--- config.mk ---
export PLATFORM = sky130hd
export DESIGN_NAME = system_bus_flat
export DESIGN_NICKNAME = d
export VERILOG_FILES = /design/src/logic/aznable_pkg.sv /design/src/logic/periph_bus_if.sv /design/src/logic/system_bus.sv /design/src/flat_wrapper.sv
export SDC_FILE = /design/constraint.sdc
export NUM_CORES = 1
export LEC_CHECK = 0
export BUFFER_PORTS_ARGS = -buffer_cell sky130_fd_sc_hd__buf_4
export CAP_MARGIN = 10
export CORE_ASPECT_RATIO = 1.4
export CORE_UTILIZATION = 29
export DETAILED_ROUTE_END_ITERATION = 7
export PLACE_DENSITY = 0.8
export SYNTH_ARGS = -nofsm -noshare
export SYNTH_HDL_FRONTEND = slang
export SYNTH_SLANG_ARGS = --single-unit
--- constraint.sdc ---
create_clock -name clk_24 -period 2.1 [get_ports clk_24]
set_clock_uncertainty 0.2 [all_clocks]
set_input_delay 0.21 -clock clk_24 [delete_from_list [all_inputs] [get_ports clk_24]]
set_output_delay 0.21 -clock clk_24 [all_outputs]
set_load 0.05 [all_outputs]
--- src/logic/aznable_pkg.sv ---
package aznable_pkg;

	// Bus and data widths
	typedef logic [7:0] byte_t;
	typedef logic [15:0] cpu_addr_t;
	typedef logic [7:0] page_t;
	typedef logic [16:0] dn_addr_t;
	typedef logic [8:0] pixel_cnt_t;
	typedef logic [15:0] timer_t;

	// Visible area and full raster, in pixels and lines
	localparam pixel_cnt_t H_VISIBLE = 9'd320;
	localparam pixel_cnt_t V_VISIBLE = 9'd240;
	localparam pixel_cnt_t H_TOTAL = 9'd396;
	localparam pixel_cnt_t V_TOTAL = 9'd256;

	// Sync windows, start inclusive and end exclusive
	localparam pixel_cnt_t H_SYNC_START = 9'd336;
	localparam pixel_cnt_t H_SYNC_END = 9'd368;
	localparam pixel_cnt_t V_SYNC_START = 9'd244;
	localparam pixel_cnt_t V_SYNC_END = 9'd248;

	// Memory mapped input and timer pages
	localparam page_t PAGE_STATUS = 8'h80;
	localparam page_t PAGE_JOYSTICK = 8'h81;
	localparam page_t PAGE_PADDLE = 8'h84;
	localparam page_t PAGE_TIMESTAMP = 8'h88;
	localparam page_t PAGE_TIMER = 8'h89;

	// Pause trigger covers 0x8A30 to 0x8A3F
	localparam logic [11:0] PAUSE_NIBBLES = 12'h8A3;

	// Memory sizes as address widths
	localparam int PGROM_ADDR_W = 15;
	localparam int WKRAM_ADDR_W = 14;

	// Download slot of the program ROM
	localparam byte_t DN_INDEX_PGROM = 8'd0;

	// Clocks per millisecond at 24 MHz
	localparam int CLK_TICKS_PER_MS = 24000;

	// Source codes seen by the input peripheral in addr[7:6]
	localparam logic [1:0] SRC_JOYSTICK = 2'd0;
	localparam logic [1:0] SRC_PADDLE = 2'd1;
	localparam logic [1:0] SRC_TIMESTAMP = 2'd2;

endpackage

--- src/logic/periph_bus_if.sv ---
`timescale 1ns/1ps

interface periph_bus_if;

	// Slot select, a level decoded from the CPU address
	logic sel;
	aznable_pkg::byte_t addr;
	aznable_pkg::byte_t wdata;
	// Raw CPU write strobe
	logic wr;
	aznable_pkg::byte_t rdata;

	modport decoder (
		output sel,
		output addr,
		output wdata,
		output wr,
		input rdata
	);

	modport periph (
		input sel,
		input addr,
		input wdata,
		input wr,
		output rdata
	);

endinterface

--- src/logic/system_bus.sv ---
`timescale 1ns/1ps

module system_bus
	import aznable_pkg::*;
(
	input logic clk_24,
	input logic reset,
	input logic pause,
	input cpu_addr_t cpu_addr,
	input byte_t cpu_dout,
	input logic cpu_wr,
	input logic vga_hs,
	input logic vga_vs,
	input logic vga_hb,
	input logic vga_vb,
	output byte_t cpu_din,
	output logic cpu_wait,
	periph_bus_if.decoder rom_bus,
	periph_bus_if.decoder ram_bus,
	periph_bus_if.decoder input_bus,
	periph_bus_if.decoder timer_bus
);

	page_t page;
	logic rom_sel;
	logic ram_sel;
	logic status_sel;
	logic joystick_sel;
	logic paddle_sel;
	logic timestamp_sel;
	logic input_sel;
	logic timer_sel;
	logic pause_sel;
	logic [1:0] input_src;
	byte_t status_byte;

	// Set only by a CPU write, cleared by the pause input
	logic pause_trigger = 1'b0;

	assign page = cpu_addr[15:8];

	// Address decode
	assign rom_sel = (cpu_addr[15] == 1'b0);
	assign ram_sel = (cpu_addr[15:14] == 2'b11);
	assign status_sel = (page == PAGE_STATUS);
	assign joystick_sel = (page == PAGE_JOYSTICK);
	assign paddle_sel = (page == PAGE_PADDLE);
	assign timestamp_sel = (page == PAGE_TIMESTAMP);
	assign input_sel = joystick_sel || paddle_sel || timestamp_sel;
	assign timer_sel = (page == PAGE_TIMER);
	assign pause_sel = (cpu_addr[15:4] == PAUSE_NIBBLES);

	// The input peripheral sees the source in the top two addr bits
	assign input_src = paddle_sel ? SRC_PADDLE :
		timestamp_sel ? SRC_TIMESTAMP : SRC_JOYSTICK;

	// Slot buses
	assign rom_bus.sel = rom_sel;
	assign rom_bus.addr = cpu_addr[7:0];
	assign rom_bus.wdata = cpu_dout;
	assign rom_bus.wr = cpu_wr;

	assign ram_bus.sel = ram_sel;
	assign ram_bus.addr = cpu_addr[7:0];
	assign ram_bus.wdata = cpu_dout;
	assign ram_bus.wr = cpu_wr;

	assign input_bus.sel = input_sel;
	assign input_bus.addr = {input_src, cpu_addr[5:0]};
	assign input_bus.wdata = cpu_dout;
	assign input_bus.wr = cpu_wr;

	assign timer_bus.sel = timer_sel;
	assign timer_bus.addr = cpu_addr[7:0];
	assign timer_bus.wdata = cpu_dout;
	assign timer_bus.wr = cpu_wr;

	// hs vs hb vb, then 1000
	assign status_byte = {vga_hs, vga_vs, vga_hb, vga_vb, 4'b1000};

	// Read data mux
	assign cpu_din = rom_sel ? rom_bus.rdata :
		ram_sel ? ram_bus.rdata :
		input_sel ? input_bus.rdata :
		timer_sel ? timer_bus.rdata :
		status_sel ? status_byte :
		8'h00;

	// System pause latch
	always_ff @(posedge clk_24)
	begin
		if (pause)
			pause_trigger <= 1'b0;
		else if (pause_sel && cpu_wr)
			pause_trigger <= 1'b1;
	end

	assign cpu_wait = pause || pause_trigger;

	a_one_slot: assert property (@(posedge clk_24) disable iff (reset)
		$onehot0({rom_sel, ram_sel, input_sel, timer_sel, status_sel, pause_sel}));

endmodule

--- src/flat_wrapper.sv ---
// flat-port wrapper written by rule: the top's interface ports become plain ports
module system_bus_flat import aznable_pkg::*;
  (clk_24, reset, pause, cpu_addr, cpu_dout, cpu_wr, vga_hs, vga_vs, vga_hb, vga_vb, cpu_din, cpu_wait, rom_bus_sel, rom_bus_addr, rom_bus_wdata, rom_bus_wr, rom_bus_rdata, ram_bus_sel, ram_bus_addr, ram_bus_wdata, ram_bus_wr, ram_bus_rdata, input_bus_sel, input_bus_addr, input_bus_wdata, input_bus_wr, input_bus_rdata, timer_bus_sel, timer_bus_addr, timer_bus_wdata, timer_bus_wr, timer_bus_rdata);
  periph_bus_if rom_bus_i ();
  periph_bus_if ram_bus_i ();
  periph_bus_if input_bus_i ();
  periph_bus_if timer_bus_i ();
  input logic clk_24;
  input logic reset;
  input logic pause;
  input cpu_addr_t cpu_addr;
  input byte_t cpu_dout;
  input logic cpu_wr;
  input logic vga_hs;
  input logic vga_vs;
  input logic vga_hb;
  input logic vga_vb;
  output byte_t cpu_din;
  output logic cpu_wait;
  output wire logic [$bits(rom_bus_i.sel)-1:0] rom_bus_sel;
  output wire logic [$bits(rom_bus_i.addr)-1:0] rom_bus_addr;
  output wire logic [$bits(rom_bus_i.wdata)-1:0] rom_bus_wdata;
  output wire logic [$bits(rom_bus_i.wr)-1:0] rom_bus_wr;
  input wire logic [$bits(rom_bus_i.rdata)-1:0] rom_bus_rdata;
  output wire logic [$bits(ram_bus_i.sel)-1:0] ram_bus_sel;
  output wire logic [$bits(ram_bus_i.addr)-1:0] ram_bus_addr;
  output wire logic [$bits(ram_bus_i.wdata)-1:0] ram_bus_wdata;
  output wire logic [$bits(ram_bus_i.wr)-1:0] ram_bus_wr;
  input wire logic [$bits(ram_bus_i.rdata)-1:0] ram_bus_rdata;
  output wire logic [$bits(input_bus_i.sel)-1:0] input_bus_sel;
  output wire logic [$bits(input_bus_i.addr)-1:0] input_bus_addr;
  output wire logic [$bits(input_bus_i.wdata)-1:0] input_bus_wdata;
  output wire logic [$bits(input_bus_i.wr)-1:0] input_bus_wr;
  input wire logic [$bits(input_bus_i.rdata)-1:0] input_bus_rdata;
  output wire logic [$bits(timer_bus_i.sel)-1:0] timer_bus_sel;
  output wire logic [$bits(timer_bus_i.addr)-1:0] timer_bus_addr;
  output wire logic [$bits(timer_bus_i.wdata)-1:0] timer_bus_wdata;
  output wire logic [$bits(timer_bus_i.wr)-1:0] timer_bus_wr;
  input wire logic [$bits(timer_bus_i.rdata)-1:0] timer_bus_rdata;
  assign rom_bus_sel = rom_bus_i.sel;
  assign rom_bus_addr = rom_bus_i.addr;
  assign rom_bus_wdata = rom_bus_i.wdata;
  assign rom_bus_wr = rom_bus_i.wr;
  assign rom_bus_i.rdata = rom_bus_rdata;
  assign ram_bus_sel = ram_bus_i.sel;
  assign ram_bus_addr = ram_bus_i.addr;
  assign ram_bus_wdata = ram_bus_i.wdata;
  assign ram_bus_wr = ram_bus_i.wr;
  assign ram_bus_i.rdata = ram_bus_rdata;
  assign input_bus_sel = input_bus_i.sel;
  assign input_bus_addr = input_bus_i.addr;
  assign input_bus_wdata = input_bus_i.wdata;
  assign input_bus_wr = input_bus_i.wr;
  assign input_bus_i.rdata = input_bus_rdata;
  assign timer_bus_sel = timer_bus_i.sel;
  assign timer_bus_addr = timer_bus_i.addr;
  assign timer_bus_wdata = timer_bus_i.wdata;
  assign timer_bus_wr = timer_bus_i.wr;
  assign timer_bus_i.rdata = timer_bus_rdata;
  system_bus u_core (.clk_24(clk_24), .reset(reset), .pause(pause), .cpu_addr(cpu_addr), .cpu_dout(cpu_dout), .cpu_wr(cpu_wr), .vga_hs(vga_hs), .vga_vs(vga_vs), .vga_hb(vga_hb), .vga_vb(vga_vb), .cpu_din(cpu_din), .cpu_wait(cpu_wait), .rom_bus(rom_bus_i), .ram_bus(ram_bus_i), .input_bus(input_bus_i), .timer_bus(timer_bus_i));
endmodule
# Word level (Yosys, flattened, before mapping)

Index checks and enable logic that the tools add are counted.
W data, S select, Z words.

Bits in registers: 1
Latch bits: 0
Memory bits (writable): 0
Memory bits (read-only): 0
Bits of input ports: 64
Memories: 0

Add/sub/neg operators: 0
Multiply operators: 0
Div/mod/pow operators: 0
$lt $le $gt $ge: 0
Eq/ne operators: 7
Shift-type cells: 0
Muxes and demuxes: 7
Bitwise operators: 1
Reductions and logical operators: 4

Operators by type and width:

| operator               | number |
|---|---|
| $eq A8 B8 Y1 const B   | 5 |
| $mux W8                | 5 |
| $eq A12 B12 Y1 const B | 1 |
| $mux W2                | 2 |
| $logic_or A1 B1 Y1     | 3 |
| $eq A2 B2 Y1 const B   | 1 |
| $logic_and A1 B1 Y1    | 1 |
| $not A1 Y1             | 1 |

# Logic depth before layout (Yosys ltp)

Gate-level depths: netlist (run 1).

Depth in word-level cells: 6
Gate-level depth with buffers: 5
Depth with buffers taken out: 4

# Least setup slack after synthesis (run 1)

Ideal clock, no wire load.

Path kind: input-to-output
Start: in cpu_addr[13]
End: out cpu_din[5]
Data arrival time: 2.266 ns
Required time: 1.690 ns
Setup slack: -0.576 ns
Stages: 5
Buffers on the path: 1
Cell sequence: or4b_4 > buf_6 > a2111oi_4 > a222oi_1 > nand2_1

Word-level cells in the longest chain between the ends: 6
Elaborated cells on any way between the ends: 12

RTL lines:

| item                                   | RTL line                           | text |
|---|---|---|
| start: declaration                     | flat_wrapper.sv:11                 | `input cpu_addr_t cpu_addr;` |
| $eq A8 B8 Y1, on equally long branches | system_bus.sv:46, system_bus.sv:47 |  |
| $logic_or A1 B1 Y1                     | system_bus.sv:49                   | `assign input_sel = joystick_sel \|\| paddle_sel \|\| timestamp_sel;` |
| $logic_or A1 B1 Y1 *                   | system_bus.sv:49                   |  |
| named net input_bus_sel                | flat_wrapper.sv:30                 | `output wire logic [$bits(input_bus_i.sel)-1:0] input_bus_sel;` |
| $mux W8 *                              | system_bus.sv:84                   | `input_sel ? input_bus.rdata :` |
| $mux W8 *                              | system_bus.sv:83                   | `ram_sel ? ram_bus.rdata :` |
| $mux W8 *                              | system_bus.sv:82                   | `assign cpu_din = rom_sel ? rom_bus.rdata :` |
| end: declaration                       | flat_wrapper.sv:18                 | `output byte_t cpu_din;` |

Mark *: on every way through the listed nets, which the timed path passes. The rest lies on a longest branch.

# Worst setup path after layout (run 1)

Start: in cpu_addr[14]
End: out cpu_din[0]

Word-level cells in the longest chain between the ends: 6
Elaborated cells on any way between the ends: 11

RTL lines:

| item                                   | RTL line |
|---|---|
| $eq A8 B8 Y1, on equally long branches | system_bus.sv:46, system_bus.sv:47 |
| $logic_or A1 B1 Y1 (2 in series)       | system_bus.sv:49 |
| $mux W8                                | system_bus.sv:84 |
| $mux W8 *                              | system_bus.sv:83 |
| $mux W8 *                              | system_bus.sv:82 |

Every way passes the cells marked *; elsewhere a longest branch is shown, timed or not.

==> results of run 1 <==
-- layer usage --
layer | vias to the layer above | wire length, µm
met2 | 63 | 1430
met1 | 369 | 810
met5 | - | 0
met3 | 17 | 326
li1 | 396 | -
met4 | 0 | 99
-- logic make-up (layout without fill, tap and decap cells) --
logic type      count (synthesis)  in the layout  synth area share
compound gates                 18             18             0.195
xor+xnor                        1              1           0.00962
buf+inv                        73             95             0.602
flops                           1              1            0.0220
simple gates                   26             26             0.172
-- critical path: stages --
cell and delay, ns:
buf_6 0.09, or4b_4 0.60, nor4b_4 0.31, buf_6 0.16, a222oi_1 0.10, nand2_4 0.10
buf_8 0.14
-- what timing repair did --
item                       in CTS  in global routing
buffers inserted                1                  0
setup endpoints to repair       9                 10
pin swaps                       8                  8
resized for setup              18                 15
gates cloned                    1                  0
-- cell usage after synthesis (2+ instances only) --
master / number / share of area
buf_4: 69 / 0.57
nand2_1: 11 / 0.045
a222oi_1: 6 / 0.066
a32oi_1: 3 / 0.029
nor2_1: 3 / 0.012
nor3_1: 3 / 0.016
a211o_2: 2 / 0.022
a22o_1: 2 / 0.019
buf_6: 2 / 0.025
nor4_1: 2 / 0.014
-- area by class of cell --
class,count,area share
multi-input combinational,45,0.328
timing repair buffer,93,0.614
inverter,2,0.00585
sequential,1,0.0156
tap,37,0.0361
-- power groups by stage --
stage	Combinational, mW	Clock [mW]	Sequential (mW)
global placement	0.313	0	0.0194
CTS	0.335	0	0.0194
finish	0.346	0	0.0194
detailed placement	0.316	0	0.0194
floorplan	0.453	0	0.0194
global route	0.362	0	0.0194
-- stage by stage --
step	instances	hold slack, ns	setup TNS [ns]	util
floorplan	119	0.0824	-4.37	-
global placement	176	0.177	-0.779	0.385
detailed placement	176	0.180	-0.898	0.385
CTS	178	0.180	-0.0381	0.415
global route	178	0.197	-0.453	0.437
finish	178	0.178	-0.0437	0.437
-- how the worst min path moves through the flow --
stage | end
final | u_core.pause_trigger
after global routing | u_core.pause_trigger
after CTS | u_core.pause_trigger
after detailed placement | u_core.pause_trigger
after global placement | u_core.pause_trigger
after floorplan | u_core.pause_trigger
==> results.cfg, run 1 <==
[power]
internal-power_mw = 0.170
ir_worst_vdd_mv = 0.119
sw_frac_of_total = 0.536
p_per_area_mw_per_mm2 = 285
leakage_nw = 0.635
seqPwrFrac = 0.053
clkPwrFrac = 0
combPwrFrac = 0.947
power_mw = 0.366
power.switching_mw = 0.196

[placement]
dp_hpwl_um = 2130
port_buffers = 83
placed_area_mm2 = 0.00113
gp_congestion = 0.691
dp_slack_ns = -0.151

[global_route]
use_met3 = 0.0378
grt_pass1_wl_um = 3550
gr-usage-met2 = 0.269
busiest_layer = met2
grt_use_total = 0.135
gr-usage-met1 = 0.128
grt_max_degree = 10
first_global_vias = 721
grt_remaining_overflow = 0
antenna_found_initial = 0

[layout]
antenna_cells = 0
fin_nets = 207
nFillCells = 321
multi_input_area_um2 = 422
ff_latch_area_um2 = 20.0
top_register = u_core.pause_trigger
mostFrequentLayoutCells = buf_4, buf_8, a222oi_1, buf_6
fin_area_mm2 = 0.00128
reg.largest.list = u_core.pause_trigger (1)
area_delta_synth_final_pct = 40.9
drive_gt1_frac = 0.773
largest_reg_flops = 1
final_common_cell = buf_4

[yosys]
ys_seq_area_frac = 0.0220
postSynthAreaPerCell_um2 = 7.65
synth_cells = 119
syn_nets = 183
yosys_warnings = 0
syn_area_um2 = 911
synth-seq-cells = 1
synthArstFlopShare = 0
ys_types = 26
synth-main-ff-cell = dfxtp_1
synth_edf_count = 0

[setup_path]
endpoint = cpu_din[0]
worstRegToRegCells = 2
critPathRequiredTime_ns = 1.69
r2r-start = u_core.pause_trigger
worst-path-max-fanout = 7
critPathKind = input port to output pin
cp-end-kind = output pin
crit_start = cpu_addr[14]
timing.rr.end = u_core.pause_trigger
crit_path_start_kind = input port
r2r_setup_slack_ns = 1.32
arrival_ns = 1.71

[routing]
wl_per_cell_um = 15.0
drtIter0Drc = 27
ant_nets = 0
viasPerCell = 4.75
drt-pass1-iter-count = 5
drc = 0
vias = 845
finalWirelength_um = 2670

[floorplan]
rows = 23
dieArea_mm2 = 0.00337
die_h_um = 68.3
core_mm2 = 0.00294
die_w_um = 49.4
initial_utilization = 0.310
io_pins = 145

[timing]
finalSetupViolations = 3
period_share = 1.01
hold_viol_final = 0
clock.fmax_ghz = 0.471
slew_headroom = 0.684
grt_setup_unrepaired = true
tightestPinTransition_ns = 0.474
drv_slew = 0
final.min_clock_period_ns = 2.12
setup_ws_ns = -0.0249

[outcome]
status = finished with violations
failed_checks = setup timing

[run]
maxCapViolCount = 0

[min_path]
hold_depth = 2
holdCritPathClass = input port to flop
min-delay-start = pause

[clock_tree]
worstSkewPairLatency_ns = 0
clk_pin_slew_ns = 0
ctsHoldBuffers = 0
Power figures use the tool's default switching activity.
==> run 2, diff against run 1 <==
--- a/constraint.sdc
+++ b/constraint.sdc
@@ -4,2 +4,2 @@
 set_output_delay 0.21 -clock clk_24 [all_outputs]
-set_load 0.05 [all_outputs]
+set_load 0.005 [all_outputs]
==> run 2 against run 1 <==
The flow now finishes without violations; die area is the same; combinational power shrank 46%; core utilization shrank 5.5 points; worst setup slack gained 0.043 ns; via count grew 1.9%; fmax grew 2.1%; total power shrank 43%; flip-flop and latch count is the same; critical path depth is the same; register-to-register slack is essentially flat; largest power group unchanged.
==> results.cfg, run 2 (same netlist as run 1, synthesis figures left out) <==
[setup_path]
arrival_ns = 1.67
critPathKind = input port to output pin
cp-end-kind = output pin
crit_top_cell = buf_4
timing.rr.end = u_core.pause_trigger
crit_path_start_kind = input port
critPathRequiredTime_ns = 1.69
worst-path-max-fanout = 4
r2r-start = u_core.pause_trigger
max_stage_delay_ns = 0.58
r2r_setup_slack_ns = 1.32
worstRegToRegCells = 2
worstPathCellList = buf_6, or4b_4, buf_4, nor4_1, buf_4, a211o_2, buf_4
crit_slowest_cell = or4b_4

[timing]
clock.fmax_ghz = 0.480
period_share = 0.991
grt_setup_unrepaired = true
drv_slew = 0
finalSetupViolations = 0
final.min_clock_period_ns = 2.08
setup_ws_ns = 0.0184
tightestPinTransition_ns = 0.377
slew_headroom = 0.748
hold_viol_final = 0
finalSetupTns_ns = 0

[global_route]
grt_remaining_overflow = 0
antenna_found_initial = 0
grt_max_degree = 10
first_global_vias = 757
grt_use_total = 0.147
grt_pass1_wl_um = 3750

[layout]
nFillCells = 327
final_common_cell = buf_4
top_register = u_core.pause_trigger
drive_gt1_frac = 0.719
fin_nets = 205
antenna_cells = 0
largest_reg_flops = 1
reg.largest.list = u_core.pause_trigger (1)
mostFrequentLayoutCells = buf_4, nand2_1, a222oi_1
area_delta_synth_final_pct = 23.4
finalNonFillerCells = 176

[placement]
gp_congestion = 0.731
port_buffers = 83
dp_hpwl_um = 2360
dp_slack_ns = -0.0315
dp_cells = 174

[clock_tree]
worstSkewPairLatency_ns = 0
ctsHoldBuffers = 0
clk_pin_slew_ns = 0

[routing]
drtIter0Drc = 19
top_layer_used = met4
vias = 861
wl_per_cell_um = 15.5
drc = 0
finalWirelength_um = 2730
viasPerCell = 4.89
met3_wirelength_um = 462
wl_met1_um = 792
ant_nets = 0
wl_met2_um = 1390
drt-pass1-iter-count = 6

[power]
ir_worst_vdd_mv = 0.0814
p_per_area_mw_per_mm2 = 184
leakage_nw = 0.587
power_mw = 0.207

[floorplan]
die_w_um = 49.4
core_mm2 = 0.00294
io_pins = 145
dieArea_mm2 = 0.00337
initial_utilization = 0.310
rows = 23
die_h_um = 68.3

[outcome]
status = complete, no violations

[run]
maxCapViolCount = 0

[min_path]
holdCritPathClass = input port to flop
min-delay-start = pause
hold_depth = 2
worstHoldEndpoint = u_core.pause_trigger
[run 2: cell count changes in the layout (fill, tap and decap cells not counted), sizes merged]
cell  before  now
buf       93   91
[run 2: final cells by class]
type	instances	area [µm²]	share of cell area
inverters	2	7.51	0.00668
multi-input cells	45	355	0.316
flip-flops and latches	1	20.0	0.0178
well taps	37	46.3	0.0412
repair buffers	91	694	0.618
[run 2: metal layers]
layer  vias to the layer above  GRT usage
li1                        392          -
met1                       365      0.132
met2                        93      0.284
met3                        11     0.0756
met4                         0     0.0478
met5                         -          0
[run 2: metrics by stage]
step | hold slack, ns | utilization | cell area (µm²)
2_1_floorplan | 0.0824 | - | 911
3_3_place_gp | 0.175 | 0.370 | 1080
3_5_place_dp | 0.180 | 0.370 | 1080
4_1_cts | 0.177 | 0.379 | 1110
5_1_grt | 0.190 | 0.383 | 1120
6_report | 0.175 | 0.383 | 1120
[run 2: how the worst max path moves through the flow]
stage / start / slack [ns] / depth (start not counted) / end
final: cpu_addr[13] / 0.02 / 7 / cpu_din[3]
after global routing: cpu_addr[13] / -0.03 / 7 / cpu_din[3]
after CTS: cpu_addr[14] / -0.01 / 7 / cpu_din[7]
after detailed placement: cpu_addr[13] / -0.03 / 7 / cpu_din[7]
after global placement: cpu_addr[13] / -0.007 / 7 / cpu_din[7]
after floorplan: cpu_addr[13] / 0.18 / 5 / cpu_din[5]
[run 2: repair_timing]
action	in CTS	in global routing
pin swaps	8	4
setup buffers	2	0
resized for setup	2	3
setup endpoints to repair	5	8
[run 2: where the power goes]
part / internal, mW / switching, mW / total, mW
Clock: 0 / 0 / 0
Sequential: 0.0194 / 0.00000152 / 0.0194
Combinational: 0.123 / 0.0646 / 0.187
Total: 0.142 / 0.0646 / 0.207
[run 2: critical path, delay by kind of cell]
kind / cells / cell delay, ns
AOI/OAI and AO/OA: 1 / 0.08
buffers and inverters: 4 / 0.53
and+or+nand+nor: 2 / 0.85
